### src/hw/mm_ram_pkg.sv
// package with the address map, data widths, target enum and request structs
package mm_ram_pkg;

  // data path widths
  localparam int unsigned DATA_W = 32;
  localparam int unsigned BE_W   = DATA_W / 8;

  // address map of the control registers
  localparam logic [31:0] PRINT_ADDR       = 32'h1000_0000;
  localparam logic [31:0] TEST_STATUS_ADDR = 32'h2000_0000;
  localparam logic [31:0] EXIT_ADDR        = 32'h2000_0004;
  localparam logic [31:0] EXIT_ZERO_ADDR   = 32'h2000_0010;
  localparam logic [31:0] TIMER_MASK_ADDR  = 32'h1500_0000;
  localparam logic [31:0] TIMER_CNT_ADDR   = 32'h1500_0004;

  // values written to the test status register
  localparam logic [31:0] TEST_PASS_CODE = 32'd123456789;
  localparam logic [31:0] TEST_FAIL_CODE = 32'd1;

  // interrupt id used for the timer and for its acknowledge
  localparam logic [4:0] TIMER_IRQ_ID = 5'd7;

  // block that answers a request
  typedef enum logic [2:0] {
    TGT_RAM,
    TGT_TIMER,
    TGT_CTRL,
    TGT_NONE
  } tgt_e;

  // request from the core, 69 bits
  typedef struct packed {
    logic [31:0]       addr;
    logic              we;
    logic [BE_W-1:0]   be;
    logic [DATA_W-1:0] wdata;
  } data_req_t;

  // write part of a bank access, 37 bits, shared by all banks
  typedef struct packed {
    logic              we;
    logic [BE_W-1:0]   be;
    logic [DATA_W-1:0] wdata;
  } bank_wr_t;

endpackage

### src/hw/mm_ctrl_regs.sv
// print, test status and exit pulses and the countdown timer with its interrupt
module mm_ctrl_regs (
  input  logic                          clk_i,
  input  logic                          rst_ni,

  // one-cycle strobes from the decoder
  input  logic                          print_i,
  input  logic                          status_i,
  input  logic                          exit_i,
  input  logic                          exit_zero_i,
  input  logic                          timer_mask_we_i,
  input  logic                          timer_cnt_we_i,
  input  logic [mm_ram_pkg::DATA_W-1:0] wdata_i,

  input  logic                          irq_ack_i,
  input  logic [4:0]                    irq_id_i,
  output logic                          irq_timer_o,
  output logic [mm_ram_pkg::DATA_W-1:0] timer_cnt_o,

  output logic                          print_valid_o,
  output logic [mm_ram_pkg::DATA_W-1:0] print_wdata_o,
  output logic                          tests_passed_o,
  output logic                          tests_failed_o,
  output logic                          exit_valid_o,
  output logic [mm_ram_pkg::DATA_W-1:0] exit_value_o
);

  import mm_ram_pkg::*;

  logic [DATA_W-1:0] timer_mask_q;
  logic [DATA_W-1:0] timer_cnt_q;
  logic              irq_timer_q;
  logic              timer_wr;
  logic              timer_expire;
  logic              irq_ack_match;

  // pseudo peripherals pulse in the cycle of the write
  assign print_valid_o  = print_i;
  assign print_wdata_o  = print_i ? wdata_i : '0;
  assign tests_passed_o = status_i && (wdata_i == TEST_PASS_CODE);
  assign tests_failed_o = status_i && (wdata_i == TEST_FAIL_CODE);
  assign exit_valid_o   = exit_i || exit_zero_i;
  assign exit_value_o   = exit_i ? wdata_i : '0;

  // any timer write holds the count for that cycle
  assign timer_wr      = timer_mask_we_i || timer_cnt_we_i;
  assign timer_expire  = !timer_wr && (timer_cnt_q == DATA_W'(1));
  assign irq_ack_match = irq_ack_i && (irq_id_i == TIMER_IRQ_ID);

  always_ff @(posedge clk_i or negedge rst_ni) begin
    if (!rst_ni) begin
      timer_mask_q <= '0;
    end else if (timer_mask_we_i) begin
      timer_mask_q <= wdata_i;
    end
  end

  // countdown that stops at zero
  always_ff @(posedge clk_i or negedge rst_ni) begin
    if (!rst_ni) begin
      timer_cnt_q <= '0;
    end else if (timer_cnt_we_i) begin
      timer_cnt_q <= wdata_i;
    end else if (!timer_wr && (timer_cnt_q != '0)) begin
      timer_cnt_q <= timer_cnt_q - DATA_W'(1);
    end
  end

  // set on the 1 to 0 step when unmasked
  // an ack of the timer id wins over a new expiry
  always_ff @(posedge clk_i or negedge rst_ni) begin
    if (!rst_ni) begin
      irq_timer_q <= 1'b0;
    end else if (irq_ack_match) begin
      irq_timer_q <= 1'b0;
    end else if (timer_expire && timer_mask_q[TIMER_IRQ_ID]) begin
      irq_timer_q <= 1'b1;
    end
  end

  assign irq_timer_o = irq_timer_q;
  assign timer_cnt_o = timer_cnt_q;

  // interrupt only rises when the mask allowed it on the edge before
  irq_needs_mask: assert property (
    @(posedge clk_i) disable iff (!rst_ni)
    $rose(irq_timer_q) |-> $past(timer_mask_q[TIMER_IRQ_ID])
  ) else $error("timer interrupt raised while masked");

endmodule

### config.mk
export PLATFORM = sky130hd
export DESIGN_NAME = mm_ctrl_regs
export DESIGN_NICKNAME = d
export VERILOG_FILES = /design/src/hw/mm_ram_pkg.sv /design/src/hw/mm_ctrl_regs.sv
export SDC_FILE = /design/constraint.sdc
export NUM_CORES = 1
export LEC_CHECK = 0
export BUFFER_PORTS_ARGS = -buffer_cell sky130_fd_sc_hd__buf_2
export CAP_MARGIN = 30
export CORE_AREA = 2 2 78 80
export DETAILED_ROUTE_END_ITERATION = 10
export DIE_AREA = 0 0 80 82
export PLACE_DENSITY = 0.85
export SLEW_MARGIN = 20
export SYNTH_ARGS = -nofsm -noshare
export SYNTH_HDL_FRONTEND = slang
export SYNTH_SLANG_ARGS = --single-unit
### constraint.sdc
create_clock -name clk_i -period 6 [get_ports clk_i]
set_clock_uncertainty 0.15 [all_clocks]
set_input_delay 0.6 -clock clk_i [delete_from_list [all_inputs] [get_ports clk_i]]
set_output_delay 0.6 -clock clk_i [all_outputs]
set_load 0.1 [all_outputs]
== Word-level counts from Yosys, hierarchy flattened ==
Index checks and enable logic that the tools add are counted.
Word-level totals
  flip-flop bits (word level): 41
  bits of input ports: 46
  output and inout port bits: 101
  word-level logic and storage cells: 26
Operators by class
  add/subtract/negate cells: 1
  equal/unequal tests: 4
  mux-type cells: 6
  reduce and logical (&&, ||, !) cells: 12
Operators with widths (number)
  32-bit two-way mux: 4
  32-bit by 1-bit == test with 1-bit output, second input constant: 2
  32-bit by 27-bit == test with 1-bit output, second input constant: 1
  32-bit nonzero test: 1
  32-bit by 1-bit subtractor with 32-bit output, second input constant: 1
  1-bit logical AND: 6
  5-bit by 3-bit == test with 1-bit output, second input constant: 1
  2-bit nonzero test: 2
  1-bit logical OR: 2
  1-bit two-way mux: 2
  1-bit zero test: 1

== Depth between registers and ports, before layout ==
  depth in word-level cells: 6
  mapped depth: 8
  depth with buffers taken out: 7

== Worst setup path after synthesis ==
No wires, ideal clock.
  path type: input to output
  from: input wdata_i[28] (netlist bit)
  to: output tests_passed_o
  arrival time: 4.293 ns
  required time: 5.250 ns
  setup slack: 0.957 ns
  cell stages on the path: 4
  path buffers: 0
  cell sequence: or4_1 > nor3_1 > nand4_1 > nor4_1
Between the ends
  word-level cells in the longest chain between the ends: 2
RTL lines
  start: declaration: RTL line mm_ctrl_regs.sv:13  | input logic [mm_ram_pkg::DATA_W-1:0] wdata_i,
  32-bit by 27-bit == test with 1-bit output: RTL line mm_ctrl_regs.sv:40  | assign tests_passed_o = status_i && (wdata_i == TEST_PASS_CODE);
  1-bit logical AND: RTL line mm_ctrl_regs.sv:40
  end: declaration: RTL line mm_ctrl_regs.sv:22  | output logic tests_passed_o,
No other way between the ends.

== Final worst setup path ==
Same ends and word-level chain as after synthesis.

==> flow_metrics.tcl <==
set metrics [dict create \
    status "complete, no violations" \
    critPathLaunchType "input pin" \
    core_um2 5750 \
    ys_seq_elements 34 \
    hold_viol 0 \
    drc 0 \
    yosys-top-cells-count "and2_1, dfrtp_1, nor2_1" \
    syn_nets 375 \
    swShare 0.556 \
    grt_pass1_wl_um 14600 \
    cts_tree "done" \
    switching_power_uw 532 \
    total_power_uw 958 \
    htree_levels 2 \
    timing.fmax_mhz 317 \
    clockPowerShare 0.186 \
    p_per_area_nw_per_um2 270 \
    seqPwrFrac 0.297 \
    grt_start_max_net_pins 35 \
    clkTransAtPathRegs_ns 0.07 \
    routabilityCongestion 0.885 \
    p_int_uw 426 \
    slew_violations 0 \
    setup-violations-final 0 \
    die_h_um 82 \
    synthToLayoutAreaGrowth_pct 32.1 \
    core.rowCount 28 \
    arrival_ns 2.41 \
    min_period_ns 3.16 \
    diodes 0 \
    async_reset_ff_frac 1.00 \
    synth_top_cell_area_share 0.316 \
    drive_gt1_frac 0.365 \
    cap_viol_max_count 0 \
    cts_root_buf "clkbuf_8" \
    postSynthCellCount 327 \
    first_pass_iters 5 \
    pin_count 147 \
    p_leak_uw 0.00159 \
    r2r-start "timer_cnt_o[0]$_DFFE_PN0P_" \
    clock-sinks 34 \
    hold_path.class "in2async" \
    holdBufCountCts 0 \
    slew_headroom 0.367 \
    routedWlPerCell_um 16.9 \
    die_w_um 80 \
    post-cts-setup-buffers 0 \
    pwr-share-comb 0.517 \
    setup_tns_ns 0 \
    period_share 0.526 \
    cp-startpoint "wdata_i[28]" \
    synth-main-ff-cell "dfrtp_1" \
    initial_utilization 0.468 \
    ant_nets 0 \
    synth_top_area_cell "dfrtp_1" \
    cts_resized 0 \
    criticalPathCategory "in2out" \
    clk_latency_ns 0.29 \
    yosysUniqueCellTypes 49 \
    portBuffers 146 \
    ir_drop_mv 0.145 \
    avgSynthCellArea_um2 8.23 \
    drt_iter0_drc 230 \
    yosys_warnings 0 \
    antenna_found_initial 0 \
    dp_hpwl_um 6730 \
    die_area_um2 6560 \
    worst_slew_pin_slew_ns 0.944 \
    crit_required_ns 5.25 \
    via_count 3159 \
    ys_top_cells_by_area "dfrtp_1, and2_1, or4_1" \
    fin_hold_ws_ns 0.242 \
    worst-path-max-fanout 4 \
    synth_edf_count 0 \
    nets 510 \
    cts_max_path_buffers 2 \
    via_per_inst 5.87 \
    seq_area_frac_synth 0.316 \
    synth_area_um2 2690 \
    yosysMostFrequentCell "and2_1" \
    reg2reg_slack_ns 2.93 \
    grt_pass1_vias 3023 \
    gr-usage-all-layers 0.287 \
    grt.overflow.total 0 \
    wl_um 9110 \
    endpoint_kind "output pin" \
    cts_buffers 5 \
    rsz0062_at_grt "no" \
]
[power groups by stage]
stage	clock network, uW	registers [uW]	logic (uW)
floorplan	0	432	252
global placement	0	285	488
detailed placement	0	288	495
CTS	180	283	495
global route	192	289	515
finish	178	285	495
[layout make-up]
cell class	instances	area [um^2]
tap	75	93.8
clock buffer	7	86.3
clock inverter	1	5.00
timing repair buffer	147	758
fill	525	2190
multi-input combinational	266	1730
inverter	8	30.0
sequential	34	851
[critical path, cell delays in order]
cell	delay, ns
buf_2	0.12
or4_1	0.52
nor3_1	0.18
nand4_1	0.16
nor4_1	0.34
buf_2	0.48
[metal layers]
metal	GRT usage	routed length (um)	up-vias
met5	0	0	-
met3	0.0462	748	13
met1	0.371	3760	1491
li1	-	-	1484
met2	0.494	4490	171
met4	0.0847	106	0
[path summary, 6_finish.rpt]
| kind | endpoint | cells past startpoint |
|---|---|---|
| max reg2reg | timer_cnt_o[27]$_DFFE_PN0P_ | 7 |
| max | tests_passed_o | 6 |
| max in group asynchronous | timer_mask_q[7]$_DFFE_PN0P_ | 1 |
| min reg2reg | timer_mask_q[7]$_DFFE_PN0P_ | 1 |
| min in group clk_i | irq_timer_o$_DFFE_PN0P_ | 2 |
| min | timer_cnt_o[11]$_DFFE_PN0P_ | 1 |
[through the flow]
| step | cells | utilization | cell area (um^2) | setup slack [ns] |
|---|---|---|---|---|
| after floorplan | 327 | - | 2690 | 0.957 |
| after global placement | 529 | 0.598 | 3430 | 2.87 |
| after detailed placement | 530 | 0.603 | 3460 | 2.83 |
| after CTS | 538 | 0.618 | 3550 | 2.83 |
| after global routing | 538 | 0.618 | 3550 | 2.63 |
| final | 538 | 0.618 | 3550 | 2.84 |
[kinds of logic after synthesis]
group,count (synthesis),share of synthesized area
AOI/OAI and AO/OA,60,0.155
xor gates and xnor gates,10,0.0326
adders and majority gates,2,0.00930
buffers and inverters,27,0.0409
DFF,34,0.316
muxes,3,0.0126
and+or+nand+nor,191,0.433
[layout by cell type, fill, tap and decap left out, drive strengths merged, types with 2 or more instances in the layout]
| cell | Yosys | final |
|---|---|---|
| a21oi | 4 | 4 |
| a31oi | 17 | 17 |
| and2 | 64 | 64 |
| and4 | 2 | 2 |
| buf | 5 | 147 |
| clkbuf | 14 | 7 |
| clkinv | 1 | 2 |
| dfrtp | 34 | 34 |
| ha | 2 | 2 |
| inv | 7 | 7 |
| mux2 | 3 | 3 |
| nand2 | 15 | 15 |
| nand3 | 5 | 5 |
| nand4 | 12 | 12 |
| nor2 | 23 | 23 |
| nor3 | 17 | 17 |
| nor4 | 11 | 11 |
| nor4b | 4 | 4 |
| nor4bb | 2 | 2 |
| o211ai | 2 | 2 |
| o21a | 2 | 2 |
| o21ai | 14 | 14 |
| o31ai | 10 | 10 |
| o41ai | 2 | 2 |
| or2 | 3 | 3 |
| or3 | 9 | 9 |
| or4 | 18 | 18 |
| xnor2 | 7 | 7 |
| xor2 | 3 | 3 |
[registers in the layout (all words and copies together) (netlist names)]
signal / flops
timer_mask_q: 1
timer_cnt_o: 32
irq_timer_o: 1
(Power assumes the default switching activity.)
