$ cat src/hw/mm_ram_pkg.sv
// package with the address map, data widths, target enum and request structs
package mm_ram_pkg;

  // data path widths
  localparam int unsigned DATA_W = 32;
  localparam int unsigned BE_W   = DATA_W / 8;

  // address map of the control registers
  localparam logic [31:0] PRINT_ADDR       = 32'h1000_0000;
  localparam logic [31:0] TEST_STATUS_ADDR = 32'h2000_0000;
  localparam logic [31:0] EXIT_ADDR        = 32'h2000_0004;
  localparam logic [31:0] EXIT_ZERO_ADDR   = 32'h2000_0010;
  localparam logic [31:0] TIMER_MASK_ADDR  = 32'h1500_0000;
  localparam logic [31:0] TIMER_CNT_ADDR   = 32'h1500_0004;

  // values written to the test status register
  localparam logic [31:0] TEST_PASS_CODE = 32'd123456789;
  localparam logic [31:0] TEST_FAIL_CODE = 32'd1;

  // interrupt id used for the timer and for its acknowledge
  localparam logic [4:0] TIMER_IRQ_ID = 5'd7;

  // block that answers a request
  typedef enum logic [2:0] {
    TGT_RAM,
    TGT_TIMER,
    TGT_CTRL,
    TGT_NONE
  } tgt_e;

  // request from the core, 69 bits
  typedef struct packed {
    logic [31:0]       addr;
    logic              we;
    logic [BE_W-1:0]   be;
    logic [DATA_W-1:0] wdata;
  } data_req_t;

  // write part of a bank access, 37 bits, shared by all banks
  typedef struct packed {
    logic              we;
    logic [BE_W-1:0]   be;
    logic [DATA_W-1:0] wdata;
  } bank_wr_t;

endpackage

$ cat src/hw/mm_resp_mux.sv
// response mux: registers the request target and returns rvalid and read data a cycle later
module mm_resp_mux #(
  parameter int unsigned NUM_BANKS = 4
) (
  input  logic                                         clk_i,
  input  logic                                         rst_ni,
  input  logic                                         req_valid_i,
  input  mm_ram_pkg::tgt_e                             tgt_i,
  input  logic [$clog2(NUM_BANKS)-1:0]                 bank_i,
  input  logic [NUM_BANKS-1:0][mm_ram_pkg::DATA_W-1:0] bank_rdata_i,
  input  logic [mm_ram_pkg::DATA_W-1:0]                timer_cnt_i,
  output logic                                         rvalid_o,
  output logic [mm_ram_pkg::DATA_W-1:0]                rdata_o
);

  import mm_ram_pkg::*;

  localparam int unsigned BANK_W = $clog2(NUM_BANKS);

  logic              rvalid_q;
  tgt_e              tgt_q;
  logic [BANK_W-1:0] bank_q;
  logic [DATA_W-1:0] timer_cnt_q;

  always_ff @(posedge clk_i or negedge rst_ni) begin
    if (!rst_ni) begin
      rvalid_q <= 1'b0;
      tgt_q    <= TGT_NONE;
      bank_q   <= '0;
    end else begin
      rvalid_q <= req_valid_i;
      tgt_q    <= tgt_i;
      bank_q   <= bank_i;
    end
  end

  // count as seen in the request cycle
  always_ff @(posedge clk_i) begin
    timer_cnt_q <= timer_cnt_i;
  end

  always_comb begin
    case (tgt_q)
      TGT_RAM:   rdata_o = bank_rdata_i[bank_q];
      TGT_TIMER: rdata_o = timer_cnt_q;
      default:   rdata_o = '0;
    endcase
  end

  assign rvalid_o = rvalid_q;

  // every response belongs to a request one cycle earlier
  rvalid_after_req: assert property (
    @(posedge clk_i) disable iff (!rst_ni)
    rvalid_o |-> $past(req_valid_i)
  ) else $error("rvalid without a request in the previous cycle");

endmodule

$ cat config.mk
export PLATFORM = sky130hd
export DESIGN_NAME = mm_resp_mux
export DESIGN_NICKNAME = d
export VERILOG_FILES = /design/src/hw/mm_ram_pkg.sv /design/src/hw/mm_resp_mux.sv
export SDC_FILE = /design/constraint.sdc
export NUM_CORES = 1
export LEC_CHECK = 0
export ABC_CLOCK_PERIOD_IN_PS = 1610
export BUFFER_PORTS_ARGS = -buffer_cell sky130_fd_sc_hd__buf_2
export CAP_MARGIN = 30
export CORE_UTILIZATION = 33
export CTS_CLUSTER_DIAMETER = 200
export DETAILED_ROUTE_END_ITERATION = 10
export GPL_TIMING_DRIVEN = 0
export PLACE_DENSITY = 0.78
export RECOVER_POWER = 100
export SLEW_MARGIN = 5
export SYNTH_ARGS = -nofsm -noshare
export SYNTH_HDL_FRONTEND = slang
export SYNTH_SLANG_ARGS = --single-unit
$ cat constraint.sdc
create_clock -name clk_i -period 1.61 [get_ports clk_i]
set_input_delay 0.2415 -clock clk_i [delete_from_list [all_inputs] [get_ports clk_i]]
set_output_delay 0.2415 -clock clk_i [all_outputs]
set_load 0.01 [all_outputs]
Word level (Yosys, flattened, before mapping)
Index checks and enable logic that the tools add are counted.
{"block": "totals", "rom_bits": 0, "inputBits": 168, "wordCells": 10, "ram_bits": 0, "out_inout_bits": 33, "latch_bits": 0, "memories": 0, "reg_bits": 38}
{"block": "op_classes", "multipliers": 0, "addsub": 0, "eq_ne": 1, "magnitude_cmp": 1, "shifts": 0, "n_div": 0, "bitwise_logic": 0, "muxes": 3, "reduce_logical": 1}
{"operator": "32-bit binary-select mux with 2-bit select", "n": 1}
{"operator": "32-bit case mux with 2 select lines", "n": 1}
{"operator": "32-bit two-way mux", "n": 1}
{"operator": "3-bit by 1-bit == test with 1-bit output, second input constant", "n": 1}
{"operator": "3-bit logical NOT", "n": 1}
{"operator": "2-bit by 3-bit < comparator with 1-bit output, second input constant", "n": 1}

Logic depth before layout (Yosys ltp)
Gate-level depths: netlist of the first run.
{"block": "depth", "word_depth": 3, "depth_mapped": 5, "mapped_depth_nobuf": 3}

Worst setup path before layout of the first run
Ideal clock, no wire load.
{"block": "synth_path", "path_type": "register to output", "from": "reg tgt_q[1]", "to": "out rdata_o[28] (netlist bit)", "arrival_ns": 1.425, "setup_slack_ns": -0.057, "stages_incl_launch_ff": 5, "t_required_ns": 1.368, "cell_sequence": "dfstp_2 or4b_1 clkbuf_1 buf_6 o221ai_1"}
{"block": "synth_via", "elab_chain_cells": 2}
{"element": "start: declaration", "line": "mm_resp_mux.sv:21", "source": "tgt_e tgt_q;"}
{"element": "start signal: assignment", "line": "mm_resp_mux.sv:32", "source": "tgt_q <= tgt_i;"}
{"element": "3-bit by 1-bit == test with 1-bit output / 3-bit logical NOT (equally long branches)", "line": "mm_resp_mux.sv:43", "source": "case (tgt_q)"}
{"element": "32-bit case mux with 2 select lines (*)", "line": "mm_resp_mux.sv:43"}
{"element": "end: declaration", "line": "mm_resp_mux.sv:13", "source": "output logic [mm_ram_pkg::DATA_W-1:0] rdata_o"}
Mark *: on every way between the ends. The rest lies on a longest branch, timed or not.

Worst setup path in the final report of the first run
{"block": "layout_path", "from": "reg bank_q[1]", "to": "out rdata_o[20] (netlist bit)"}
{"block": "layout_via", "elab_chain_cells": 3}
{"element": "start: declaration", "line": "mm_resp_mux.sv:22", "source": "logic [BANK_W-1:0] bank_q;"}
{"element": "start signal: assignment", "line": "mm_resp_mux.sv:33", "source": "bank_q <= bank_i;"}
{"element": "32-bit binary-select mux with 2-bit select", "line": "mm_resp_mux.sv:44", "source": "TGT_RAM: rdata_o = bank_rdata_i[bank_q];"}
{"element": "32-bit two-way mux (implied by the code)", "line": "mm_resp_mux.sv:44"}
{"element": "32-bit case mux with 2 select lines", "line": "mm_resp_mux.sv:43"}
No other way between the ends. The select of a mux whose other input is x is not followed.

==> impl_metrics.ini, run 1 <==
[worst_setup_path]
critical_path_required_ns = 1.37
worstSetupPathType = register to output port
cp_data_arrival_time_ns = 1.86
endpoint_kind = output port
cp-start-kind = register
crit_fanout = 10

[routing]
wl_met3_um = 478
routed_via_density = 4.89
wl_per_cell_um = 14.9
routed_wl_um = 7020
highest-signal-layer = met4
vias = 2303
first_pass_iters = 4
wl_met2_um = 3710
drtIter0Drc = 47
drc = 0
wl_met1_um = 2680
ant_nets = 0

[sta]
setup_viol = 32
tightest_slew_ns = 0.324
max_freq_mhz = 476
hold_ws_ns = 0.0447
post-route-min-period_ns = 2.10
period_share_pct = 131
setup_slack_ns = -0.491
tns_ns = -14.81
slew_viol_final = 0
relSlewSlack_pct = 78.4
hold_viol_final = 0
rsz0062_at_grt = true

[cts]
cts_buffers = 5
clkSinkCount = 38
clkSlewWorstSetupHoldPaths_ns = 0.08
cts_max_level = 2
cts_tree = yes
clockRootBuffer = clkbuf_8
cts.path.max_buffers = 2

[power_and_ir_drop]
power_mw = 2.42
peakVddDrop_mv = 0.437
power_density_nw_per_um2 = 703
p_leak_nw = 2.11

[cells_and_area]
drive_above_1_share_pct = 62.6
fin_util_pct = 57.9
syn2layout_area_growth_pct = 68.8
final_cells = 471
nNetsFinal = 563
antenna_cells = 0
num-fill-cells = 554
stdcell_area_sq_um = 3450

[synthesis]
synth-simple-area-share_pct = 1.59
syn_avg_cell_area_sq_um = 10.9
synth_xor_xnor_area_share_pct = 0
ys_seq_area_share_pct = 38.8
netlist_area_sq_um = 2040
synth_cell_type_count = 15
synth_top_family_by_area = multiplexers
ys_ff_latch = 38
synth_fa_ha_area_share_pct = 0
syn-num-nets = 355
synth_area_leaders = dfxtp_1 (31%), mux2i_1 (31%), a21o_1 (11%), o22ai_1 (9.5%), dfrtp_1 (4.9%)
yosysWarnings = 0
synth_cells = 187
synthMuxAreaShare_pct = 31.4
yosysTopAreaCell = dfxtp_1
synth_compound_area_share_pct = 21.3
synth_top_area_share_pct = 31.4

[min_path]
min_path_type = input port to register

[floorplan]
die-area_sq_um = 6510
start_util_pct = 34.3
io_pins = 201
die_y_um = 80.7
die-width_um = 80.7
placementRows = 28
core_sq_um = 5960

[placed_design]
hpwl_um = 5440
place_ws_ns = -0.443
place_congestion = 0.876
dp.cells = 462
portBuffers = 200
dpl_cell_area_sq_um = 3160

[global_route]
grt.overflow.total = 0
grt_pass1_vias = 2225
grt_max_degree = 13
antenna_found_initial = 0
grtUsageTotal_pct = 20.7
grt_pass1_wl_um = 10000

[outcome]
status = finished, violations left
violations = negative setup slack

[run]
max-cap-violations = 0
[metal layers]
layer,track usage [%],vias to the layer above
met3,4.89,16
met5,0,-
li1,-,1130
met1,22.3,1034
met4,6.96,0
met2,39.1,123
[cells in the mapped netlist (all sizes together)]
cell type,number
a21o,31
or4,1
nand2,1
or4b,1
buf,14
dfrtp,4
nor3b,1
o22ai,31
mux2i,64
dfxtp,32
o221ai,1
dfstp,2
clkbuf,4
[final cells by class]
cell class	instances	area (sq um)	share of cell area (%)
clock buffer	7	86.3	2.50
sequential	38	793	23.0
multi-input combinational	131	1250	36.2
buffer	16	161	4.68
timing repair buffer	203	1040	30.1
clock inverter	1	30.0	0.871
tap	75	93.8	2.72
[state kept, by name, indices dropped and copies added, names as in the netlist]
register and count:
timer_cnt_q 32, rvalid_o 1, bank_q 2, tgt_q 3
[cells in the final DEF (no fill, tap or decap), drive strengths merged]
cell and instances:
dfrtp 4, dfstp 2, dlygate4sd3 1, o22ai 31, dfxtp 32, or4b 1
a21o 31, bufinv 1, clkbuf 12, buf 213, nor3b 1, or4 1
o221ai 1, nand2 1, mux2i 64
[cells by family (layout without fill, tap and decap cells)]
kind of cell / Yosys count / in the layout
flops: 38 / 38
mux: 64 / 64
simple gates: 4 / 4
compound gates: 63 / 63
buf+inv: 18 / 227
[path summary, 6_finish.rpt]
check	slack [ns]	cells after the start	startpoint	endpoint
max in group asynchronous	0.97	2	rst_ni	tgt_q[1]$_DFF_PN1_
setup / recovery	-0.49	5	bank_q[1]$_DFF_PN0_	rdata_o[20]
hold / removal	0.04	1	tgt_i[1]	tgt_q[1]$_DFF_PN1_
min in group asynchronous	0.35	2	rst_ni	bank_q[1]$_DFF_PN0_
[critical path: stages, from the launching register on]
cell	delay [ns]
dfrtp_1	0.38
or4_4	0.60
buf_8	0.18
o22ai_1	0.16
a21o_1	0.11
buf_2	0.13
[power breakdown]
group	internal (mW)	switching, mW
Combinational	0.333	0.249
Clock	0.505	0.325
Sequential	0.995	0.0176
Total	1.83	0.591
[repair_timing]
action,CTS,global route
endpoints found under the setup margin,32,32
hold endpoints to repair,6,0
cloned,0,0
buffers inserted,1,1
pin swaps,4,2
hold buffers,1,0
resized for setup,25,11
No activity file was read; power rests on OpenSTA's default activity.
==> run 2, diff against run 1 <==
BUFFER_PORTS_ARGS = -buffer_cell sky130_fd_sc_hd__clkbuf_2   (was -buffer_cell sky130_fd_sc_hd__buf_2)
==> run 2 against run 1 <==
The run still ends with negative setup slack left. Clock power increased by 18%. Core utilization unchanged. Die area unchanged. Sequential share of layout area unchanged. Highest routed layer unchanged. Worst setup slack got worse by 0.00057 ns. Cell area unchanged. Non-clock buffer count decreased by 1. First-iteration DRC count decreased by 38%.
==> impl_metrics.ini, run 2 (same netlist as run 1, synthesis figures left out) <==
[sta]
setup_viol = 32
relSlewSlack_pct = 79.3
hold_ws_ns = 0.0178
slew_viol_final = 0
setup_slack_ns = -0.492
period_share_pct = 131
tightest_slew_ns = 0.311
rsz0062_at_grt = true
hold_viol_final = 0
post-route-min-period_ns = 2.10
max_freq_mhz = 476

[placed_design]
dpl_cell_area_sq_um = 3160
place_ws_ns = -0.471
portBuffers = 200
hpwl_um = 5400
place_congestion = 0.858

[routing]
routed_via_density = 4.85
drc = 0
routed_wl_um = 6860
ant_nets = 0
wl_per_cell_um = 14.6
drtIter0Drc = 29
first_pass_iters = 4
vias = 2280

[cts]
clkSlewWorstSetupHoldPaths_ns = 0.09
cts_buffers = 5
clkSinkCount = 38
clockRootBuffer = clkbuf_8
cts_max_level = 2
cts.path.max_buffers = 2
cts_tree = yes

[global_route]
grtUsageTotal_pct = 20.5
grt.overflow.total = 0
grt_max_degree = 14
grt_pass1_vias = 2208
antenna_found_initial = 0
grt_pass1_wl_um = 9980

[floorplan]
start_util_pct = 34.3
io_pins = 201
die-area_sq_um = 6510
core_sq_um = 5960
placementRows = 28
die_y_um = 80.7
die-width_um = 80.7

[cells_and_area]
nNetsFinal = 562
drive_above_1_share_pct = 62.0
antenna_cells = 0
final_common_cell = clkbuf_2
final_cell_mix = clkbuf_2 (189), mux2i_1 (64), dfxtp_1 (32)
stdcell_area_sq_um = 3450
reg_top3 = timer_cnt_q (32), tgt_q (3), bank_q (2)
syn2layout_area_growth_pct = 68.8
regMostFlops = timer_cnt_q
largest_reg_flops = 32

[worst_setup_path]
cp-start-kind = register
worstSetupPathType = register to output port
cp_data_arrival_time_ns = 1.86
crit_fanout = 10
critical_path_required_ns = 1.37
endpoint_kind = output port

[min_path]
min_path_type = input port to register

[outcome]
status = finished, violations left
violations = negative setup slack

[run]
max-cap-violations = 0

[power_and_ir_drop]
power_density_nw_per_um2 = 744
p_leak_nw = 2.13
power_mw = 2.57
peakVddDrop_mv = 0.555
==> run 2: cell types whose count changed in the layout (fill, tap and decap cells not counted), moves of 2 or more <==
cell	delta
buf_2	-187
clkbuf_2	+186
buf_4	-2
buf_6	+2
o22ai_1	+2
o22ai_2	-2
==> run 2: repair_timing <==
action                     4_1_cts  5_1_grt
setup buffers                    0        1
hold buffers                     1        0
resized for setup               18       28
hold endpoints to repair         6        0
pin swaps                        0        1
setup endpoints to repair       32       32
==> run 2: routing by layer <==
| layer | global-route usage [%] | part of all wire [%] | vias up | wire, um |
|---|---|---|---|---|
| met1 | 22.2 | 40 | 1040 | 2740 |
| li1 | - | - | 1127 | - |
| met3 | 5.23 | 6.5 | 9 | 446 |
| met2 | 38.9 | 52 | 104 | 3590 |
| met4 | 5.36 | 1.1 | 0 | 77 |
| met5 | 0 | 0 | - | 0 |
==> run 2: layout make-up <==
type / count / area [sq um]
buffer: 16 / 164
clock buffer: 5 / 68.8
clock inverter: 3 / 68.8
fill: 555 / 2510
multi-input combinational: 131 / 1230
sequential: 38 / 793
tap: 75 / 93.8
timing repair buffer: 202 / 1030
==> run 2: final timing paths <==
kind                                     start            endpoint  slack (ns)  cells after the start
setup / recovery           bank_q[1]$_DFF_PN0_          rdata_o[3]       -0.49                      5
hold / removal                        tgt_i[1]  tgt_q[1]$_DFF_PN1_        0.02                      1
max in group asynchronous               rst_ni  tgt_q[0]$_DFF_PN1_        0.98                      2
min in group asynchronous               rst_ni  rvalid_o$_DFF_PN0_        0.35                      2
==> run 2: where the power goes <==
part           leakage [nW]  total [mW]  switching (mW)  internal, mW
combinational          1.73       0.577           0.245         0.331
clock                0.0683       0.978           0.357         0.621
sequential            0.338        1.01          0.0174         0.994
total                  2.13        2.57           0.620          1.95
==> run 2: worst max-delay path, cell delays in order (launching register included) <==
cell and delay [ns]:
dfrtp_1 0.38, or4_4 0.60, buf_8 0.18, o22ai_1 0.17, a21o_1 0.11, clkbuf_2 0.13
==> run 2: stage by stage <==
step                util [%]  TNS (ns)  cells
detailed placement      53.0    -13.77    462
finish                  57.9    -14.86    470
CTS                     56.2    -15.17    469
global placement        53.0    -14.07    462
global route            57.9    -17.37    470
floorplan                  -     -1.45    187
