==> src/hw/mm_ram_pkg.sv <==
// package with the address map, data widths, target enum and request structs
package mm_ram_pkg;

  // data path widths
  localparam int unsigned DATA_W = 32;
  localparam int unsigned BE_W   = DATA_W / 8;

  // address map of the control registers
  localparam logic [31:0] PRINT_ADDR       = 32'h1000_0000;
  localparam logic [31:0] TEST_STATUS_ADDR = 32'h2000_0000;
  localparam logic [31:0] EXIT_ADDR        = 32'h2000_0004;
  localparam logic [31:0] EXIT_ZERO_ADDR   = 32'h2000_0010;
  localparam logic [31:0] TIMER_MASK_ADDR  = 32'h1500_0000;
  localparam logic [31:0] TIMER_CNT_ADDR   = 32'h1500_0004;

  // values written to the test status register
  localparam logic [31:0] TEST_PASS_CODE = 32'd123456789;
  localparam logic [31:0] TEST_FAIL_CODE = 32'd1;

  // interrupt id used for the timer and for its acknowledge
  localparam logic [4:0] TIMER_IRQ_ID = 5'd7;

  // block that answers a request
  typedef enum logic [2:0] {
    TGT_RAM,
    TGT_TIMER,
    TGT_CTRL,
    TGT_NONE
  } tgt_e;

  // request from the core, 69 bits
  typedef struct packed {
    logic [31:0]       addr;
    logic              we;
    logic [BE_W-1:0]   be;
    logic [DATA_W-1:0] wdata;
  } data_req_t;

  // write part of a bank access, 37 bits, shared by all banks
  typedef struct packed {
    logic              we;
    logic [BE_W-1:0]   be;
    logic [DATA_W-1:0] wdata;
  } bank_wr_t;

endpackage

==> src/hw/mm_addr_decode.sv <==
// address decoder: RAM bank select and index, control-register strobes, response target
module mm_addr_decode #(
  parameter int unsigned RAM_ADDR_WIDTH = 12,
  parameter int unsigned NUM_BANKS      = 4
) (
  input  logic                                  req_valid_i,
  input  mm_ram_pkg::data_req_t                 req_i,

  output logic [NUM_BANKS-1:0]                  bank_sel_o,
  output logic [RAM_ADDR_WIDTH-3-$clog2(NUM_BANKS):0] bank_idx_o,
  output mm_ram_pkg::bank_wr_t                  bank_wr_o,

  output logic                                  print_o,
  output logic                                  status_o,
  output logic                                  exit_o,
  output logic                                  exit_zero_o,
  output logic                                  timer_mask_we_o,
  output logic                                  timer_cnt_we_o,
  output logic [mm_ram_pkg::DATA_W-1:0]         wdata_o,

  output mm_ram_pkg::tgt_e                      tgt_o,
  output logic [$clog2(NUM_BANKS)-1:0]          bank_o
);

  import mm_ram_pkg::*;

  localparam int unsigned BANK_W = $clog2(NUM_BANKS);
  localparam int unsigned IDX_W  = RAM_ADDR_WIDTH - 2 - BANK_W;

  logic in_ram;

  // byte address below 2**RAM_ADDR_WIDTH
  assign in_ram = (req_i.addr[31:RAM_ADDR_WIDTH] == '0);

  // word interleaving: low word bits pick the bank, the rest the row
  assign bank_o     = req_i.addr[2 +: BANK_W];
  assign bank_idx_o = req_i.addr[2 + BANK_W +: IDX_W];

  // write data goes to all banks, only the selected one acts on it
  assign bank_wr_o.we    = req_i.we;
  assign bank_wr_o.be    = req_i.be;
  assign bank_wr_o.wdata = req_i.wdata;
  assign wdata_o         = req_i.wdata;

  always_comb begin
    bank_sel_o      = '0;
    print_o         = 1'b0;
    status_o        = 1'b0;
    exit_o          = 1'b0;
    exit_zero_o     = 1'b0;
    timer_mask_we_o = 1'b0;
    timer_cnt_we_o  = 1'b0;
    // tgt_o names the block that returns read data
    tgt_o           = TGT_NONE;

    if (req_valid_i) begin
      if (in_ram) begin
        bank_sel_o[bank_o] = 1'b1;
        // RAM writes answer with zero data
        if (!req_i.we) begin
          tgt_o = TGT_RAM;
        end
      end else if (!req_i.we) begin
        if (req_i.addr == TIMER_CNT_ADDR) begin
          tgt_o = TGT_TIMER;
        end
      end else begin
        tgt_o = TGT_CTRL;
        case (req_i.addr)
          PRINT_ADDR:       print_o = 1'b1;
          TEST_STATUS_ADDR: status_o = 1'b1;
          EXIT_ADDR:        exit_o = 1'b1;
          EXIT_ZERO_ADDR:   exit_zero_o = 1'b1;
          TIMER_MASK_ADDR:  timer_mask_we_o = 1'b1;
          TIMER_CNT_ADDR:   timer_cnt_we_o = 1'b1;
          // unmapped write, dropped
          default:          tgt_o = TGT_NONE;
        endcase
      end
    end
  end

  // banks never see two selects at once
  bank_sel_onehot: assert final ($onehot0(bank_sel_o))
    else $error("more than one bank selected: %b", bank_sel_o);

endmodule

==> config.mk <==
export PLATFORM = sky130hd
export DESIGN_NAME = mm_addr_decode
export DESIGN_NICKNAME = d
export VERILOG_FILES = /design/src/hw/mm_ram_pkg.sv /design/src/hw/mm_addr_decode.sv
export SDC_FILE = /design/constraint.sdc
export NUM_CORES = 1
export LEC_CHECK = 0
export ABC_CLOCK_PERIOD_IN_PS = 1200
export BUFFER_PORTS_ARGS = -buffer_cell sky130_fd_sc_hd__buf_2
export CORE_AREA = 2 2 75 56
export DETAILED_ROUTE_END_ITERATION = 10
export DIE_AREA = 0 0 77 58
export GPL_ROUTABILITY_DRIVEN = 0
export PLACE_DENSITY_LB_ADDON = 0.12
export SYNTH_ARGS = -nofsm -noshare
export SYNTH_HDL_FRONTEND = slang
export SYNTH_SLANG_ARGS = --single-unit
==> constraint.sdc <==
create_clock -name vclk -period 1.2
set_input_delay 0.06 -clock vclk [all_inputs]
set_output_delay 0.06 -clock vclk [all_outputs]
set_load 0.05 [all_outputs]
# Word-level counts from Yosys, hierarchy flattened

Index checks and enable logic that the tools add are counted.

Logic and storage cells: 45
Register bits after elaboration: 0

Order comparisons: 2
Equal/unequal tests: 6
Muxes and demuxes: 34
Reduce and logical (&&, ||, !) cells: 3

Operator list:

| operator                                                                             | number |
|---|---|
| 32-bit by 29-bit == test with 1-bit output (second input constant)                   | 3 |
| 32-bit by 30-bit == test with 1-bit output (second input constant)                   | 3 |
| 1-bit two-way mux                                                                    | 26 |
| 20-bit zero test                                                                     | 1 |
| 3-bit two-way mux                                                                    | 3 |
| 4-bit two-way mux                                                                    | 2 |
| 6-bit OR reduction                                                                   | 1 |
| 2-bit two-way mux                                                                    | 2 |
| 2-bit by 3-bit < comparator with 1-bit output (second input constant)                | 1 |
| 1-bit demux with 2-bit select                                                        | 1 |
| 2-bit by 1-bit greater-or-equal comparator with 1-bit output (second input constant) | 1 |
| 1-bit logical AND                                                                    | 1 |

# Depth between registers and ports, before layout

Gate-level depths: netlist of the first run.

Word-level depth: 6
Mapped depth: 5
Depth with buffers taken out: 5

# Worst setup path before layout of the first run

No wires, ideal clock.

Path type: input to output
From: input port req_i[44] (netlist bit)
To: output port exit_zero_o
Data arrival time: 2.218 ns
Path slack: -1.078 ns
Cell stages on the path: 4
Data required time: 1.140 ns
Cells stage by stage: or4_4 > nor4_4 > nand4_1 > nor3b_1

Word-level cells in the longest chain between the ends: 5

Ends and longest elaborated chain:

| what                                       | RTL line             | RTL |
|---|---|---|
| start: declaration                         | mm_addr_decode.sv:7  | `input mm_ram_pkg::data_req_t req_i,` |
| 32-bit by 30-bit == test with 1-bit output | mm_addr_decode.sv:69 | `case (req_i.addr)` |
| 1-bit two-way mux                          | mm_addr_decode.sv:69 |  |
| 1-bit two-way mux                          | mm_addr_decode.sv:63 | `end else if (!req_i.we) begin` |
| 1-bit two-way mux                          | mm_addr_decode.sv:57 | `if (in_ram) begin` |
| 1-bit two-way mux                          | mm_addr_decode.sv:56 | `if (req_valid_i) begin` |
| end: declaration                           | mm_addr_decode.sv:16 | `output logic exit_zero_o,` |

No other way between the ends.

# Worst setup path in the final report of the first run

From: input port req_i[37] (netlist bit)
To: output port tgt_o[1]

Word-level cells in the longest chain between the ends: 5

Ends and longest elaborated chain:

| what                                       | RTL line             | RTL |
|---|---|---|
| 32-bit by 29-bit == test with 1-bit output | mm_addr_decode.sv:64 | `if (req_i.addr == TIMER_CNT_ADDR) begin` |
| 2-bit two-way mux                          | mm_addr_decode.sv:64 |  |
| 3-bit two-way mux                          | mm_addr_decode.sv:63 |  |
| 3-bit two-way mux                          | mm_addr_decode.sv:57 |  |
| 3-bit two-way mux                          | mm_addr_decode.sv:56 |  |
| end: declaration                           | mm_addr_decode.sv:21 | `output mm_ram_pkg::tgt_e tgt_o,` |

No other way between the ends.

==> summary.md, run 1 <==
| Metric | Value |
|---|---|
| CP startpoint kind | `primary input` |
| Period minus WS final | `about 1800 ps` |
| Share of cells above drive strength 1 | `83.9%` |
| Antenna-violating nets left | `0` |
| Synth area leader | `buf_4` |
| Mapped Area | `approximately 900 µm²` |
| Sequential share of the synthesized area | `0%` |
| Nets | `196` |
| Max IR drop VDD | `0.125 mV` |
| Area delta synth->final | `21.6%` |
| Seq Cell Count | `0` |
| P_sw | `160 µW` |
| Yosys cell types | `26` |
| Mux share of post-synthesis cell area | `0%` |
| Die height | `58 µm` |
| Worst hold path class | `in2out` |
| Largest net degree at the start of global routing | `8` |
| Main combinational cell family by area after synthesis | `buffers and inverters` |
| Status | `finished with violations` |
| Post-layout worst setup margin | `-564 ps` |
| Die Wd | `77 µm` |
| CP Class | `in2out` |
| Drt pass-1 iters | `3` |
| Synth top area share | `66.9%` |
| Syn Nets | `193` |
| Worst Path Max Fanout | `5` |
| Logic pwr share | `100.0%` |
| Die ar. | `approximately 4500 µm²` |
| WL per Instance | `around 12 µm` |
| DR iter-0 viols | `9` |
| First-pass GRT wire length | `between 3000 and 4000 µm` |
| WL final | `2180 µm` |
| Worst-path cell chain | `buf_6, or4_4, nor4_4, a21oi_1, or3b_4, buf_6` |
| Syn Inst Count | `123` |
| Final Instance Area | `1090 µm²` |
| Synth Warn # | `0` |
| Synth Area in Adders | `0%` |
| Core ar. | `3760 µm²` |
| Clock power share | `0%` |
| Cell mode on critical path | `buf_6` |
| Area contributors post-synth | `buf_4, nor4_1, nor3b_1` |
| Register area | `0 µm²` |
| Switching Share | `58.8%` |
| Rows | `19` |
| Synth Area per Inst | `7.29 µm²` |
| Vias in the first global route | `706` |
| Pins over their slew limit | `0` |
| Gr usage total | `9.10%` |
| Max_cap viols | `0` |
| WP data required | `1140 ps` |
| GRT Residual Overflow | `0` |
| I/O pin count | `162` |
| Leading cell type in the layout, fill and taps excluded | `buf_2` |
| Via-to-Cell Ratio | `4.03` |
| Ant. Diodes | `0` |
| Multi-input gate area | `between 400 and 500 µm²` |
| FILL cells | `436` |
| Hold Fails Final Rpt | `0` |
| Initial antenna violation count | `0` |
| Overall Power | `272 µW` |
| Hold path depth | `0` |
| Post-Synth XOR/XNOR Area | `0.976%` |
| Min Hold Slack | `120 ps` |
| Synth Area in Compound Gates | `3.21%` |
| LEAKAGE | `0.000492 µW` |
| Final setup violation count | `12` |
| Unrepaired setup endpoints after global routing | `yes` |
| Clock buffers | `0` |
| Vias | `710` |
| Commonest non-fill, non-tap cells in the layout | `buf_2, buf_4, buf_6, nor4_4` |
| Slowest cell on crit path | `or4_4` |
| Reg power frac | `0%` |
| Fmax | `0.567 GHz` |
| Pwr per Cell Area | `249 nW/µm²` |
| Post-cts hold buffer count | `0` |
| DRC errors left | `0` |
| Violated checks | `setup timing` |
| WP data arrival | `1700 ps` |
| DP HPWL | `1860 µm` |
| Placed cell areas | `858 µm²` |
| Crit. End Element | `output port` |
| Critical path's largest stage delay | `530 ps` |
| Simple-gate share of the synthesized area | `about 28%` |
| TNS Setup | `-4690 ps` |
| Internal cell power | `around 110 µW` |
| Period utilisation layout | `147%` |
| PortBufs | `57` |
| Initial core utilization | `23.9%` |
-- stage by stage --
| step | instances | utilization [%] | setup WS (ps) |
|---|---|---|---|
| finish | 176 | 29.0 | -564 |
| global route | 176 | 29.0 | -659 |
| CTS | 175 | 28.5 | -575 |
| detailed placement | 170 | 22.9 | -708 |
| global placement | 170 | 22.9 | -677 |
| floorplan | 123 | - | -567 |
-- cell usage after synthesis --
| library cell | instances |
|---|---|
| nor3b_1 | 3 |
| o21ai_0 | 2 |
| o21ai_1 | 1 |
| buf_4 | 80 |
| nor4_4 | 1 |
| conb_1 | 1 |
| nor3_2 | 1 |
| nor2_1 | 5 |
| nor3_1 | 1 |
| nand2b_1 | 2 |
| nor4_1 | 4 |
| or4b_1 | 1 |
| nand4b_1 | 1 |
| a41oi_1 | 1 |
| or3b_1 | 1 |
| nand4_1 | 3 |
| nand2_1 | 5 |
| inv_1 | 1 |
| or2b_2 | 1 |
| nor4_2 | 1 |
| xor2_1 | 1 |
| a21oi_1 | 1 |
| and4_2 | 1 |
| or4_4 | 2 |
| nor4b_1 | 1 |
| and4_1 | 1 |
-- worst paths after layout --
| kind | start | endpoint | slack (ps) |
|---|---|---|---|
| min | req_i[32] | bank_wr_o[32] | 120 |
| max | req_i[37] | tgt_o[1] | -560 |
-- critical path, delay by kind of cell --
family | cells | cell delay [ps]
AO/OA/AOI/OAI | 1 | 120
AND/OR/NAND/NOR | 3 | 1260
buffers and inverters | 2 | 250
-- cell type report --
class	instances	area share [%]
Timing Repair Buffer	81	52.9
Multi-Input combinational cell	42	40.8
Tap cell	52	5.96
Inverter	1	0.344
-- layer usage --
layer  global-route usage (%)  up-vias  part of all wire (%)
li1                         -      336                     -
met1                     11.0      316                    38
met2                     14.9       49                    48
met3                     3.74        9                    13
met4                     3.06        0                   1.1
met5                        0        -                     0
-- timing repair --
item / in CTS / in global routing
endpoints found under the setup margin: 12 / 12
pin swaps: 14 / 6
buffers inserted: 5 / 1
gates resized for setup: 42 / 3
cloned: 0 / 0
-- power groups by stage --
stage | Sequential (µW) | Clock (µW) | Combinational [µW]
3_3_place_gp | 0 | 0 | 247
6_report | 0 | 0 | 272
3_5_place_dp | 0 | 0 | 248
5_1_grt | 0 | 0 | 288
2_1_floorplan | 0 | 0 | 749
4_1_cts | 0 | 0 | 272
-- logic make-up (layout without fill, tap and decap cells) --
logic type / count (synthesis) / in the layout
xor+xnor: 1 / 1
other cells: 1 / 1
compound gates: 5 / 5
buf+inv: 81 / 82
simple gates: 35 / 35
Note: power is estimated with default switching activity, not from simulation.
==> run 2: changes to the inputs <==
- CELL_PAD_IN_SITES_DETAIL_PLACEMENT: unset -> 1
- CELL_PAD_IN_SITES_GLOBAL_PLACEMENT: unset -> 1
- CORE_AREA: 2 2 75 56 -> 2 2 99 72
- DIE_AREA: 0 0 77 58 -> 0 0 101 74
==> run 2 against run 1 <==
The flow still finishes with violations (setup timing); total power shrank 3.8%; sequential share of layout area is the same; final cell count grew 15%; highest routed layer unchanged; design area shrank 1.9%; utilization shrank 13 points; critical path depth grew 2; global-route usage shrank 3.4 points; flip-flop and latch count is the same; first-iteration DRC count shrank 22%.
==> summary.md, run 2 (synthesized netlist as in run 1, its figures left out) <==
| Metric | Value |
|---|---|
| Status | `finished with violations` |
| Violated checks | `setup timing` |
| Period utilisation layout | `147% (about the same)` |
| FILL cells | `795 (+82%)` |
| Die Wd | `101 µm (+31%)` |
| Core ar. | `6570 µm² (+75%)` |
| Min Hold Slack | `120 ps (unchanged)` |
| I/O pin count | `162 (unchanged)` |
| Final setup violation count | `12 (unchanged)` |
| Rows | `25 (+6)` |
| Seq Cell Count | `0 (unchanged)` |
| Ant. Diodes | `0 (unchanged)` |
| Drt pass-1 iters | `3 (unchanged)` |
| Nets | `194 (-1.0%)` |
| Multi-input gate area | `422 µm² (-5.3%)` |
| PortBufs | `57 (unchanged)` |
| DRC errors left | `0 (unchanged)` |
| Pwr per Cell Area | `244 nW/µm² (-1.9%)` |
| Clock buffers | `0 (unchanged)` |
| Post-cts hold buffer count | `0 (unchanged)` |
| Antenna-violating nets left | `0 (unchanged)` |
| DR iter-0 viols | `7 (-2)` |
| WP data arrival | `1700 ps (about the same)` |
| Area delta synth->final | `19.2%` |
| Crit. End Element | `output port` |
| Commonest non-fill, non-tap cells in the layout | `buf_2, buf_4, buf_6, nor4_4` |
| Worst hold path class | `in2out` |
| WL per Instance | `11.5 µm (-6.9%)` |
| Share of cells above drive strength 1 | `82.0% (-1.9 points)` |
| GRT Residual Overflow | `0 (unchanged)` |
| Die ar. | `7470 µm² (+67%)` |
| First-pass GRT wire length | `3550 µm (+4.3%)` |
| LEAKAGE | `0.000474 µW (-3.8%)` |
| Placed cell areas | `902 µm² (+5.1%)` |
| CP startpoint kind | `primary input` |
| Initial core utilization | `13.7% (-10 points)` |
| Max_cap viols | `0 (unchanged)` |
| WP data required | `1140 ps (about the same)` |
| Vias | `697 (-1.8%)` |
| Final Instance Area | `1070 µm² (-1.9%)` |
| Gr usage total | `5.72% (-3.4 points)` |
| Initial antenna violation count | `0 (unchanged)` |
| Via-to-Cell Ratio | `3.43 (-15%)` |
| Largest net degree at the start of global routing | `8 (unchanged)` |
| Fmax | `0.567 GHz (about the same)` |
| Register area | `0 µm² (unchanged)` |
| Period minus WS final | `1760 ps (-1.12 ps)` |
| Max IR drop VDD | `0.0610 mV (-51%)` |
| Vias in the first global route | `747 (+5.8%)` |
| Leading cell type in the layout, fill and taps excluded | `buf_2` |
| Unrepaired setup endpoints after global routing | `yes` |
| CP Class | `in2out` |
| WL final | `2340 µm (+7.4%)` |
| Die height | `74 µm (+28%)` |
| Post-layout worst setup margin | `-563 ps (+1.12 ps)` |
| Pins over their slew limit | `0 (unchanged)` |
| Worst Path Max Fanout | `4 (-1)` |
| Hold Fails Final Rpt | `0 (unchanged)` |
-- run 2: cell count changes in the layout (fill, tap and decap cells not counted), sizes merged --
| cell | delta |
|---|---|
| buf | -2 |
-- run 2: worst paths after layout --
path  slack (ps)            end      start  cells after the start
max         -560    exit_zero_o  req_i[37]                      8
min          120  bank_wr_o[32]  req_i[32]                      0
-- run 2: layout make-up --
| type | count | area share, % |
|---|---|---|
| repair buffers | 79 | 50.8 |
| multi-input cells | 42 | 39.4 |
| well taps | 81 | 9.47 |
| inverters | 1 | 0.351 |
-- run 2: through the flow --
step | TNS, ps | instances | power (µW) | worst slack (ps) | utilization (%)
detailed placement | -7250 | 200 | 249 | -712 | 13.7
global placement | -7310 | 200 | 245 | -697 | 13.7
floorplan | -4280 | 123 | 749 | -567 | -
CTS | -5310 | 202 | 265 | -588 | 16.1
global route | -6080 | 203 | 281 | -660 | 16.3
finish | -4880 | 203 | 262 | -563 | 16.3
-- run 2: metal layers --
metal,GRT usage (%),part of all wire [%],vias to the layer above
li1,-,-,329
met1,7.93,41,322
met2,9.41,50,37
met3,0.846,7.2,9
met4,1.50,1.5,0
met5,0,0,-
-- run 2: what timing repair did --
item,in CTS,in global routing
endpoints found under the hold margin,0,0
setup endpoints to repair,12,12
buffers inserted,2,1
pin swaps,7,2
resized for setup,35,2
-- run 2: where the power goes --
part,leakage (µW),total [µW],internal [µW],switching (µW)
combinational,0.000474,262,101,160
clock,0,0,0,0
sequential,0,0,0,0
-- run 2: worst max-delay path, cell delays in order --
cell	delay (ps)
buf_6	90
or4_4	530
nor4_4	250
buf_4	170
nand4_1	80
buf_4	180
nor3b_4	170
buf_6	180
==> run 3: changes to the inputs <==
- RECOVER_POWER: unset -> 100
==> run 3 against run 2 <==
The flow still finishes with violations (setup timing); global-route usage stayed put; sequential share of layout area stayed put; fmax hardly changed; via count is 0.14% higher; total power is 1.4% lower; first-iteration DRC count stayed put; non-clock buffer count stayed put; final cell count stayed put; design area is 0.94% lower; utilization is 0.15 points lower; die area stayed put; flip-flop and latch count stayed put; critical endpoint unchanged.
==> summary.md, run 3 (synthesized netlist as in run 1, its figures left out) <==
| Metric | Value |
|---|---|
| Clock buffers | `0 (unchanged)` |
| Vias | `698 (+0.14%)` |
| Slew @ Worst Pin | `598 ps` |
| Antenna-violating nets left | `0 (unchanged)` |
| Clock power share | `0% (unchanged)` |
| P_sw | `161 µW (+0.26%)` |
| Fmax | `0.567 GHz (about the same)` |
| Register area | `0 µm² (unchanged)` |
| Place WS | `-712 ps (unchanged)` |
| Via-to-Cell Ratio | `3.44 (+0.14%)` |
| LEAKAGE | `0.000452 µW (-4.6%)` |
| Period utilisation layout | `147% (about the same)` |
| Multi-input gate area | `422 µm² (unchanged)` |
| Ant. Diodes | `0 (unchanged)` |
| First-pass GRT wire length | `3550 µm (unchanged)` |
| PortBufs | `57 (unchanged)` |
| Gr usage total | `5.72% (unchanged)` |
| Worst Path Max Fanout | `4 (unchanged)` |
| Initial core utilization | `13.7% (unchanged)` |
| Drt pass-1 iters | `3 (unchanged)` |
| CP Class | `in2out` |
| Worst hold path class | `in2out` |
| Area delta synth->final | `18.1%` |
| Post-layout worst setup margin | `-563 ps (-0.0120 ps)` |
| Max_cap viols | `0 (unchanged)` |
| Logic pwr share | `100.0% (about the same)` |
| Vias in the first global route | `747 (unchanged)` |
| Largest net degree at the start of global routing | `8 (unchanged)` |
| Reg power frac | `0% (unchanged)` |
| WL per Instance | `11.5 µm (about the same)` |
| Die ar. | `7470 µm² (unchanged)` |
| WP data arrival | `1700 ps (about the same)` |
| WL final | `2340 µm (about the same)` |
| Period minus WS final | `1760 ps (+0.0120 ps)` |
| GRT Residual Overflow | `0 (unchanged)` |
| Switching Share | `62.3% (+1.0 points)` |
| Max-slew headroom | `between 60 and 70%` |
| Leading cell type in the layout, fill and taps excluded | `buf_2` |
| Crit. End Element | `output port` |
| DR iter-0 viols | `7 (unchanged)` |
| Placed insts | `200 (unchanged)` |
| DRC errors left | `0 (unchanged)` |
| Internal cell power | `97.3 µW (-4.0%)` |
| Final Non-Filler Cells | `203 (unchanged)` |
| Pwr per Cell Area | `243 nW/µm² (-0.47%)` |
| Hold Fails Final Rpt | `0 (unchanged)` |
| Pins over their slew limit | `0 (unchanged)` |
| Max IR drop VDD | `0.0592 mV (-2.9%)` |
| Unrepaired setup endpoints after global routing | `yes` |
| Rows | `25 (unchanged)` |
| WP data required | `1140 ps (about the same)` |
| Core ar. | `6570 µm² (unchanged)` |
| Violated checks | `setup timing` |
| Nets | `194 (unchanged)` |
| FILL cells | `797 (+0.25%)` |
| Initial antenna violation count | `0 (unchanged)` |
| CP startpoint kind | `primary input` |
| Seq Cell Count | `0 (unchanged)` |
| Die Wd | `101 µm (unchanged)` |
| Post-cts hold buffer count | `0 (unchanged)` |
| Die height | `74 µm (unchanged)` |
| I/O pin count | `162 (unchanged)` |
| Commonest non-fill, non-tap cells in the layout | `buf_2, buf_4, buf_6, clkbuf_1, nor4_4` |
| Final setup violation count | `12 (unchanged)` |
| Share of cells above drive strength 1 | `75.4% (-6.6 points)` |
| Status | `finished with violations` |
-- run 3: path summary, 6_finish.rpt --
kind	startpoint	slack (ps)	endpoint	depth (start not counted)
setup / recovery	req_i[37]	-560	exit_zero_o	8
hold / removal	req_i[32]	120	bank_wr_o[32]	0
-- run 3: per-layer routing --
layer / global-route usage, % / share of wire [%] / vias to the layer above
met1: 7.93 / 41 / 323
met2: 9.41 / 50 / 37
met3: 0.846 / 7.3 / 9
met4: 1.50 / 1.5 / 0
li1: - / - / 329
met5: 0 / 0 / -
-- run 3: power groups by stage --
stage	clock network (µW)	logic (µW)	registers [µW]
CTS	0	265	0
global route	0	276	0
global placement	0	245	0
finish	0	258	0
detailed placement	0	249	0
floorplan	0	749	0
-- run 3: area by class of cell --
class                           instances  share of cell area, %
Inverter                                1                  0.354
Multi-Input combinational cell         42                   39.8
Tap cell                               81                   9.56
Timing Repair Buffer                   79                   50.3
-- run 3: what timing repair did --
action                     in CTS  in global routing
pin swaps                       7                  2
gates cloned                    0                  0
setup endpoints to repair      12                 12
resized for setup              35                  2
setup buffers                   2                  1
-- run 3: stage by stage --
stage	hold WS, ps	TNS, ps	total power (µW)	instance area, µm²	utilization [%]
floorplan	183	-4280	749	973	-
global placement	120	-7310	245	902	13.7
detailed placement	120	-7250	249	902	13.7
CTS	120	-5310	265	1050	16.1
global route	120	-6080	276	1060	16.1
finish	120	-4880	258	1060	16.1
-- run 3: critical path, stage by stage --
cell and delay (ps):
buf_6 90, or4_4 530, nor4_4 250, buf_4 170, nand4_1 80, buf_4 180, nor3b_4 170, buf_6 180
